$ cat src/hw/rename_consts.svh
////////////////////////////////////////
// Sizes of the rename stage
// All counts must stay powers of two, the ring pointers wrap freely
// Free-list depth is physical minus architectural registers
////////////////////////////////////////
`ifndef RENAME_CONSTS_SVH
`define RENAME_CONSTS_SVH

// Architectural registers, x0 included
`define RN_NUM_ISA_REGS      32
// Physical register file size
`define RN_NUM_PHYS_REGS     64
// Entries of the free-list ring
`define RN_NUM_FL_ENTRIES    (`RN_NUM_PHYS_REGS - `RN_NUM_ISA_REGS)
// Speculative versions of map and free list
`define RN_NUM_CHECKPOINTS   4

`endif

$ cat src/hw/rename_pkg.sv
////////////////////////////////////////
// Types shared by the rename stage
// Widths follow the constants header
////////////////////////////////////////
`default_nettype none

`include "rename_consts.svh"

package rename_pkg;

    // Architectural register index
    typedef logic [$clog2(`RN_NUM_ISA_REGS)-1:0]     areg_t;
    // Physical register index
    typedef logic [$clog2(`RN_NUM_PHYS_REGS)-1:0]    phreg_t;
    // Checkpoint label, wraps modulo the checkpoint count
    typedef logic [$clog2(`RN_NUM_CHECKPOINTS)-1:0]  checkpoint_ptr_t;
    // Position in the free-list ring
    typedef logic [$clog2(`RN_NUM_FL_ENTRIES)-1:0]   fl_ptr_t;

    // One bit wider than the pointer, a full list must fit
    typedef logic [$clog2(`RN_NUM_FL_ENTRIES):0]     fl_count_t;
    // Live checkpoints
    typedef logic [$clog2(`RN_NUM_CHECKPOINTS):0]    ckpt_count_t;

endpackage

`default_nettype wire

$ cat src/hw/free_list.sv
////////////////////////////////////////
// Ring of free physical registers with one head and count per version
// Tail is shared, a freed register is visible to every version
// Register 0 is never stored, never handed out
// checkpoint_o is combinational, the version current this cycle
// Roll-back refills from the commit head, all in-flight allocations return
////////////////////////////////////////
`default_nettype none

`include "rename_consts.svh"

module free_list (
    input  logic                        clk_i,
    input  logic                        rstn_i,               // Async reset, active low
    input  logic                        read_head_i,          // Allocation request
    input  logic                        add_free_register_i,  // Free request from commit
    input  rename_pkg::phreg_t          free_register_i,      // Register being freed
    input  logic                        do_checkpoint_i,      // Checkpoint after this rename
    input  logic                        do_recover_i,         // Branch mispredict
    input  logic                        delete_checkpoint_i,  // Retire oldest checkpoint
    input  rename_pkg::checkpoint_ptr_t recover_checkpoint_i, // Version to restore
    input  logic                        commit_read_head_i,   // Commit passes one allocation
    input  logic                        commit_roll_back_i,   // Exception, overrides all
    output rename_pkg::phreg_t          new_register_o,       // 0 when nothing allocated
    output rename_pkg::checkpoint_ptr_t checkpoint_o,
    output logic                        checkpoint_taken_o,
    output logic                        out_of_checkpoints_o,
    output logic                        empty_o
);

    rename_pkg::phreg_t          reg_table [`RN_NUM_FL_ENTRIES];   // Ring storage
    rename_pkg::fl_ptr_t         head [`RN_NUM_CHECKPOINTS];       // Read pointer per version
    rename_pkg::fl_count_t       num [`RN_NUM_CHECKPOINTS];        // Free count per version
    rename_pkg::fl_ptr_t         tail;                             // Shared write pointer
    rename_pkg::fl_ptr_t         commit_head;                      // Non-speculative head
    rename_pkg::checkpoint_ptr_t version_head;                     // Current version
    rename_pkg::checkpoint_ptr_t version_tail;                     // Oldest live version
    rename_pkg::checkpoint_ptr_t version_next;
    rename_pkg::checkpoint_ptr_t version_diff;
    rename_pkg::ckpt_count_t     num_checkpoints;
    rename_pkg::fl_count_t       num_cur;
    rename_pkg::fl_count_t       num_cur_next;
    logic                        write_enable;
    logic                        read_enable;
    logic                        checkpoint_enable;
    logic                        commit_read_enable;
    logic                        bypass;

    assign version_next    = version_head + 1'b1;
    assign version_diff    = version_head - version_tail;
    assign num_checkpoints = {1'b0, version_diff};     // Live checkpoints, modulo ring
    assign num_cur         = num[version_head];

    // One version must stay free for the copy
    assign checkpoint_enable = do_checkpoint_i & ~do_recover_i & ~commit_roll_back_i
                             & (num_checkpoints < (`RN_NUM_CHECKPOINTS - 1));

    // x0 mapping never comes back
    assign write_enable = add_free_register_i & (free_register_i != '0) & ~commit_roll_back_i;

    // Empty list still serves a register freed this cycle
    assign read_enable = read_head_i & ((num_cur != '0) | write_enable)
                       & ~do_recover_i & ~commit_roll_back_i;

    assign commit_read_enable = commit_read_head_i & ~commit_roll_back_i;
    assign bypass             = (num_cur == '0) & write_enable;
    assign num_cur_next       = num_cur + write_enable - read_enable;

    ////////////////////////////////////////
    // Ring and version state
    ////////////////////////////////////////
    always_ff @(posedge clk_i or negedge rstn_i) begin
        if (!rstn_i) begin
            for (int i = 0; i < `RN_NUM_FL_ENTRIES; i++) begin
                reg_table[i] <= rename_pkg::phreg_t'(`RN_NUM_ISA_REGS + i); // 32..63 in order
            end
            for (int v = 0; v < `RN_NUM_CHECKPOINTS; v++) begin
                head[v] <= '0;
                num[v]  <= '0;
            end
            num[0]       <= rename_pkg::fl_count_t'(`RN_NUM_FL_ENTRIES);  // Full list
            tail         <= '0;                                           // Full, wraps onto head
            commit_head  <= '0;
            version_head <= '0;
            version_tail <= '0;
        end else if (commit_roll_back_i) begin
            // Back to version 0, every committed free register available
            version_head <= '0;
            version_tail <= '0;
            head[0]      <= commit_head;
            num[0]       <= rename_pkg::fl_count_t'(`RN_NUM_FL_ENTRIES);
        end else begin
            version_tail <= version_tail + delete_checkpoint_i;
            tail         <= tail + write_enable;
            commit_head  <= commit_head + commit_read_enable;

            if (write_enable) begin
                reg_table[tail] <= free_register_i;
            end
            // Freed register counts in every version
            for (int v = 0; v < `RN_NUM_CHECKPOINTS; v++) begin
                num[v] <= num[v] + write_enable;
            end

            if (do_recover_i) begin
                version_head <= recover_checkpoint_i;   // Later versions dropped
            end else begin
                head[version_head] <= head[version_head] + read_enable;
                num[version_head]  <= num_cur_next;     // Overrides the loop above
                if (checkpoint_enable) begin
                    // New version starts from state after this rename
                    version_head       <= version_next;
                    head[version_next] <= head[version_head] + read_enable;
                    num[version_next]  <= num_cur_next;
                end
            end
        end
    end

    // Head entry, or the freed register when the ring is empty
    assign new_register_o = !read_enable ? '0
                          : (bypass ? free_register_i : reg_table[head[version_head]]);

    assign checkpoint_o         = version_head;
    assign checkpoint_taken_o   = checkpoint_enable;
    assign out_of_checkpoints_o = (num_checkpoints == (`RN_NUM_CHECKPOINTS - 1));
    assign empty_o              = (num_cur == '0) & ~write_enable;

endmodule

`default_nettype wire

$ cat src/hw/rename_map.sv
////////////////////////////////////////
// Map table, one speculative copy per version plus a committed copy
// Version label comes from the free list, no own version state
// Entry 0 is never written, x0 stays on physical 0
////////////////////////////////////////
`default_nettype none

`include "rename_consts.svh"

module rename_map (
    input  logic                        clk_i,
    input  logic                        rstn_i,
    input  rename_pkg::areg_t           src1_areg_i,
    input  rename_pkg::areg_t           src2_areg_i,
    input  rename_pkg::areg_t           dst_areg_i,
    input  logic                        alloc_i,              // Destination allocated
    input  rename_pkg::phreg_t          new_preg_i,
    input  rename_pkg::checkpoint_ptr_t version_i,            // Current version
    input  logic                        checkpoint_taken_i,   // Copy into next version
    input  logic                        do_recover_i,
    input  rename_pkg::checkpoint_ptr_t recover_checkpoint_i,
    input  logic                        commit_valid_i,
    input  rename_pkg::areg_t           commit_dst_areg_i,
    input  rename_pkg::phreg_t          commit_dst_preg_i,
    input  logic                        commit_roll_back_i,
    output rename_pkg::phreg_t          src1_preg_o,
    output rename_pkg::phreg_t          src2_preg_o,
    output rename_pkg::phreg_t          old_dst_preg_o        // Mapping being replaced
);

    rename_pkg::phreg_t          spec_map [`RN_NUM_CHECKPOINTS][`RN_NUM_ISA_REGS];
    rename_pkg::phreg_t          commit_map [`RN_NUM_ISA_REGS];
    rename_pkg::phreg_t          cur_map_next [`RN_NUM_ISA_REGS];   // Current copy after write
    rename_pkg::checkpoint_ptr_t rd_version;
    rename_pkg::checkpoint_ptr_t next_version;
    logic                        write_enable;
    logic                        commit_write;

    // Restored table already visible in the recover cycle
    assign rd_version   = do_recover_i ? recover_checkpoint_i : version_i;
    assign next_version = version_i + 1'b1;

    assign write_enable = alloc_i & (dst_areg_i != '0) & ~do_recover_i;
    assign commit_write = commit_valid_i & (commit_dst_areg_i != '0);

    ////////////////////////////////////////
    // Lookup
    ////////////////////////////////////////
    assign src1_preg_o    = spec_map[rd_version][src1_areg_i];
    assign src2_preg_o    = spec_map[rd_version][src2_areg_i];
    assign old_dst_preg_o = spec_map[rd_version][dst_areg_i];

    always_comb begin
        cur_map_next = spec_map[version_i];
        if (write_enable) begin
            cur_map_next[dst_areg_i] = new_preg_i;
        end
    end

    ////////////////////////////////////////
    // Table update
    ////////////////////////////////////////
    always_ff @(posedge clk_i or negedge rstn_i) begin
        if (!rstn_i) begin
            // Identity mapping everywhere
            for (int r = 0; r < `RN_NUM_ISA_REGS; r++) begin
                commit_map[r] <= rename_pkg::phreg_t'(r);
                for (int v = 0; v < `RN_NUM_CHECKPOINTS; v++) begin
                    spec_map[v][r] <= rename_pkg::phreg_t'(r);
                end
            end
        end else if (commit_roll_back_i) begin
            spec_map[0] <= commit_map;              // Free list restarts at version 0 too
        end else begin
            if (commit_write) begin
                commit_map[commit_dst_areg_i] <= commit_dst_preg_i;
            end
            spec_map[version_i] <= cur_map_next;
            if (checkpoint_taken_i) begin
                spec_map[next_version] <= cur_map_next;  // Includes this cycle's rename
            end
        end
    end

endmodule

`default_nettype wire

$ cat src/hw/rename_unit.sv
////////////////////////////////////////
// Rename stage top, one instruction per cycle
// All strobes single cycle, no handshake
// On stall the rename source must hold its request
////////////////////////////////////////
`default_nettype none

module rename_unit (
    input  logic                        clk_i,
    input  logic                        rstn_i,
    // Rename
    input  logic                        rename_valid_i,
    input  rename_pkg::areg_t           src1_areg_i,
    input  rename_pkg::areg_t           src2_areg_i,
    input  rename_pkg::areg_t           dst_areg_i,
    input  logic                        dst_valid_i,
    // Branch control
    input  logic                        do_checkpoint_i,
    input  logic                        do_recover_i,
    input  rename_pkg::checkpoint_ptr_t recover_checkpoint_i,
    input  logic                        delete_checkpoint_i,
    // Commit
    input  logic                        commit_valid_i,
    input  rename_pkg::areg_t           commit_dst_areg_i,
    input  rename_pkg::phreg_t          commit_dst_preg_i,
    input  rename_pkg::phreg_t          commit_old_preg_i,     // Freed at commit
    input  logic                        commit_roll_back_i,
    // Results
    output rename_pkg::phreg_t          src1_preg_o,
    output rename_pkg::phreg_t          src2_preg_o,
    output rename_pkg::phreg_t          dst_preg_o,            // 0 without allocation
    output rename_pkg::phreg_t          old_dst_preg_o,
    output rename_pkg::checkpoint_ptr_t checkpoint_o,
    output logic                        stall_o,
    output logic                        out_of_checkpoints_o
);

    rename_pkg::phreg_t          new_preg;
    rename_pkg::checkpoint_ptr_t version;
    logic                        checkpoint_taken;
    logic                        empty;
    logic                        alloc_req;
    logic                        alloc;
    logic                        free_req;

    assign alloc_req = rename_valid_i & dst_valid_i & (dst_areg_i != '0);   // x0 never renamed
    assign free_req  = commit_valid_i & (commit_dst_areg_i != '0);
    // Same gating as the free-list read
    assign alloc     = alloc_req & ~empty & ~do_recover_i & ~commit_roll_back_i;

    assign dst_preg_o   = alloc ? new_preg : '0;
    assign checkpoint_o = version;
    assign stall_o      = empty;       // Empty and nothing freed this cycle

    free_list u_free_list (
        .clk_i                (clk_i),
        .rstn_i               (rstn_i),
        .read_head_i          (alloc_req),
        .add_free_register_i  (free_req),
        .free_register_i      (commit_old_preg_i),
        .do_checkpoint_i      (do_checkpoint_i),
        .do_recover_i         (do_recover_i),
        .delete_checkpoint_i  (delete_checkpoint_i),
        .recover_checkpoint_i (recover_checkpoint_i),
        .commit_read_head_i   (free_req),
        .commit_roll_back_i   (commit_roll_back_i),
        .new_register_o       (new_preg),
        .checkpoint_o         (version),
        .checkpoint_taken_o   (checkpoint_taken),
        .out_of_checkpoints_o (out_of_checkpoints_o),
        .empty_o              (empty)
    );

    rename_map u_rename_map (
        .clk_i                (clk_i),
        .rstn_i               (rstn_i),
        .src1_areg_i          (src1_areg_i),
        .src2_areg_i          (src2_areg_i),
        .dst_areg_i           (dst_areg_i),
        .alloc_i              (alloc),
        .new_preg_i           (new_preg),
        .version_i            (version),
        .checkpoint_taken_i   (checkpoint_taken),
        .do_recover_i         (do_recover_i),
        .recover_checkpoint_i (recover_checkpoint_i),
        .commit_valid_i       (commit_valid_i),
        .commit_dst_areg_i    (commit_dst_areg_i),
        .commit_dst_preg_i    (commit_dst_preg_i),
        .commit_roll_back_i   (commit_roll_back_i),
        .src1_preg_o          (src1_preg_o),
        .src2_preg_o          (src2_preg_o),
        .old_dst_preg_o       (old_dst_preg_o)
    );

endmodule

`default_nettype wire

$ cat config.mk
export PLATFORM = sky130hd
export DESIGN_NAME = rename_unit
export DESIGN_NICKNAME = d
export VERILOG_FILES = /design/src/hw/rename_pkg.sv /design/src/hw/free_list.sv /design/src/hw/rename_map.sv /design/src/hw/rename_unit.sv
export VERILOG_INCLUDE_DIRS = /design/src /design/src/hw
export SDC_FILE = /design/constraint.sdc
export NUM_CORES = 2
export LEC_CHECK = 0
export BUFFER_PORTS_ARGS = -buffer_cell sky130_fd_sc_hd__buf_2
export CORE_MARGIN = 10
export CORE_UTILIZATION = 31
export CTS_CLUSTER_DIAMETER = 60
export DETAILED_ROUTE_END_ITERATION = 7
export PLACE_DENSITY_LB_ADDON = 0.15
export REMOVE_ABC_BUFFERS = 1
export SETUP_SLACK_MARGIN = 0.5
export SLEW_MARGIN = 20
export SYNTH_ARGS = -nofsm -noshare
export SYNTH_HDL_FRONTEND = slang
export SYNTH_SLANG_ARGS = --single-unit
$ cat constraint.sdc
create_clock -name clk_i -period 6.6 [get_ports clk_i]
set_input_delay 1.32 -clock clk_i [delete_from_list [all_inputs] [get_ports clk_i]]
set_output_delay 1.32 -clock clk_i [all_outputs]
set_load 0.1 [all_outputs]
==> run metrics <==
Post-Route WL 265700 um; Placed Area 72010 um2; dominant cells by area after synthesis dfrtp_1 26%, dfstp_2 20%, mux4_2 15%, mux2_2 6.9%, a21oi_1 5.3%; htree depth 4; RSZ-0062 raised after global routing no; Initial Utilization 31.20%; startpoint types input pin; post-synthesis register bit count 1210; CP dominant cell by count buf_12; slew margin rel. 24.26%; Comb power frac 33.9%; EDFF count, synth 0; dpl hpwl 167300 um; WS Path Type in -> out; initial drt markers 4814; largest area contributor in the netlist dfrtp_1; Clk pwr share 27.2%; crit end category output pin; Synth top area share 25.72%; delay-heaviest family, CP multiplexers; antenna viol nets, final 0; final period utilization 92.34%; Seq/Total Area, Yosys 45.59%; cts bufs inserted 149; GP Congestion 0.9462; Total Power 32.17 mW; Initial DRT Pass Iterations 8; synthesized area 67820 um2; Slew Viols, Final 0; status finished clean; port bufs 70; first-pass GRT wire length 384700 um; Vias/cell 5.831; clk_lat worst skew 800 ps; clock buffer depth 3; routed len/inst 29.76 um; minimum clock period 6094 ps; via count 52061; Die Height 487.7 um; Synth Instances 6033; vias in the first global route 51937; CP bufs+invs 5; Slowest-stage cell, CP mux2i_1; largest net degree at the start of global routing 146; Ports 71; CP Cell Sequence buf_16 -> buf_4 -> mux2_8 -> buf_12 -> buf_12 -> mux4_2 -> mux2i_1 -> o32ai_1 -> nor4_4 -> o2111ai_2 -> buf_2; final core utilization 35.76%; Pleak 30.31 nW; die area 237900 um2; sw frac 36.33%; placed insts 8617; drc violations 0; die width 487.7 um; CTS Sinks 1210; Core Area 217400 um2; Final Cell Area 77730 um2; post-route insts no fill 8928; pwr dens 413.9 nW/um2; Area Overhead vs Synth 14.62%; Max VDD drop 0.0003275 V; Hold Path Class reg -> reg; setup ws final 505.5 ps; top cells by count, synth 715 x nor2_1, 712 x a21oi_1, 697 x dfrtp_1; GRT Util Overall 21.71%; ys async rst share 100.0%; Layout Skew 42.57 ps; Worst-path clk slew 50 ps; Synth Flop Type dfrtp_1; max incr delay on CP 480 ps; Placement Setup Slack 20.96 ps; WHS 375.4 ps; Yosys warning total 0; switching power total 11.69 mW; TritonCTS clock tree yes; final setup TNS 0 ps; cts hold-fix bufs 0; Pint 20.49 mW; Setup violations, final 0; Crit Path Max Fanout 16; most frequent cell after synthesis nor2_1; antenna violations before repair 18; Final nets 6014; Flop pwr share 38.9%; MaxCap Viol Count 0; share of post-route cells with drive strength above 1 34.80%; total gr overflow 0; CTS root buf clkbuf_16; Netlist cell types 77; final hold vios 0; WP data required 5280 ps; FMAX 164.1 MHz; Avg Cell Area, Syn 11.24 um2; floorplan row count 171; Data arrival, critical path 4770 ps; Worst Max-Slew Pin Slew 1132 ps
## worst reg2reg max path, delay by kind of cell, from the launching register on
kind / cells / cell delay, ps
multiplexers: 1 / 500
adder cells (fa/ha/maj): 1 / 160
AND/OR/NAND/NOR: 3 / 1000
flip-flops: 1 / 570
AO/OA/AOI/OAI: 3 / 690
buffers and inverters: 5 / 1690
## sequential cells by signal, indices dropped and copies added, names as in the netlist
name / cells
u_free_list.checkpoint_o: 2
u_free_list.commit_head: 5
u_free_list.head: 20
u_free_list.num: 24
u_free_list.reg_table: 192
u_free_list.tail: 5
u_free_list.version_tail: 2
u_rename_map.commit_map: 192
u_rename_map.spec_map: 768
## metal layers
layer	vias to the layer above	wire, um	global-route usage (%)
met4	14	11730	8.542
li1	22231	-	-
met2	2001	123000	34.37
met3	489	17020	4.119
met5	-	85	0
met1	27326	113900	29.30
## final timing paths
check	start	depth (start not counted)	slack (ps)	endpoint
min reg2reg	u_rename_map.commit_map[188]$_DFFE_PN0P_	0	380	u_rename_map.commit_map[188]$_DFFE_PN0P_
max	do_recover_i	11	510	old_dst_preg_o[2]
min in group asynchronous	rstn_i	1	520	u_rename_map.spec_map[757]$_DFF_PN0_
max in group asynchronous	rstn_i	2	4560	u_rename_map.spec_map[551]$_DFFE_PN0N_
min	u_rename_map.commit_map[188]$_DFFE_PN0P_	0	380	u_rename_map.commit_map[188]$_DFFE_PN0P_
max reg2reg	u_free_list.checkpoint_o[0]$_DFFE_PN0P_	13	1870	u_rename_map.spec_map[596]$_DFF_PN1_
## power by group through the flow
stage	logic, mW	registers [mW]	clock network (mW)
after floorplan	7.76	11.9	0
after global placement	10.6	12.5	0
after detailed placement	10.8	12.5	0
after CTS	10.9	12.4	8.93
after global routing	11.8	12.8	9.21
final	10.9	12.5	8.74
## placed cells by master (no fill, tap or decap), types with 69 or more instances in the layout
| cell type | instances |
|---|---|
| nand3_1 | 69 |
| nand2_1 | 442 |
| or3_1 | 69 |
| nor2_1 | 709 |
| buf_4 | 179 |
| dfrtp_1 | 695 |
| o21ai_0 | 114 |
| o211ai_1 | 73 |
| a31oi_2 | 92 |
| nor2b_1 | 180 |
| a21oi_1 | 712 |
| clkbuf_16 | 157 |
| mux4_2 | 460 |
| mux2i_1 | 179 |
| dfstp_2 | 513 |
| mux2_2 | 416 |
| a31oi_1 | 73 |
## cell families (layout without fill, tap and decap cells)
| kind of cell | count (synthesis) | after routing | share of synthesized area (%) |
|---|---|---|---|
| AO/OA/AOI/OAI | 1422 | 1422 | 13.65 |
| multiplexers | 1061 | 1063 | 24.94 |
| other | 0 | 5 | 0 |
| buffers and inverters | 590 | 624 | 3.618 |
| adder cells (fa/ha/maj) | 29 | 29 | 0.5461 |
| flip-flops | 1210 | 1210 | 45.59 |
| AND/OR/NAND/NOR | 1701 | 1701 | 11.37 |
| XOR/XNOR | 20 | 20 | 0.2786 |
## final cells by class
cell class,count,area [um2]
Inverter,51,195.2
Antenna cell,5,12.51
Sequential cell,1210,30930
Multi-Input combinational cell,4235,34970
Tap cell,2854,3571
Timing Repair Buffer,295,2873
Clock inverter,50,705.7
Clock buffer,228,4476
Fill cell,21342,139600
## repair_timing
action                                 4_1_cts  5_1_grt
pin swaps                                    8        3
setup endpoints to repair                   22        6
endpoints found under the hold margin        0        0
gates cloned                                 3        1
resized for setup                           34        7
buffers inserted                             8       16
Power figures use the tool's default switching activity.
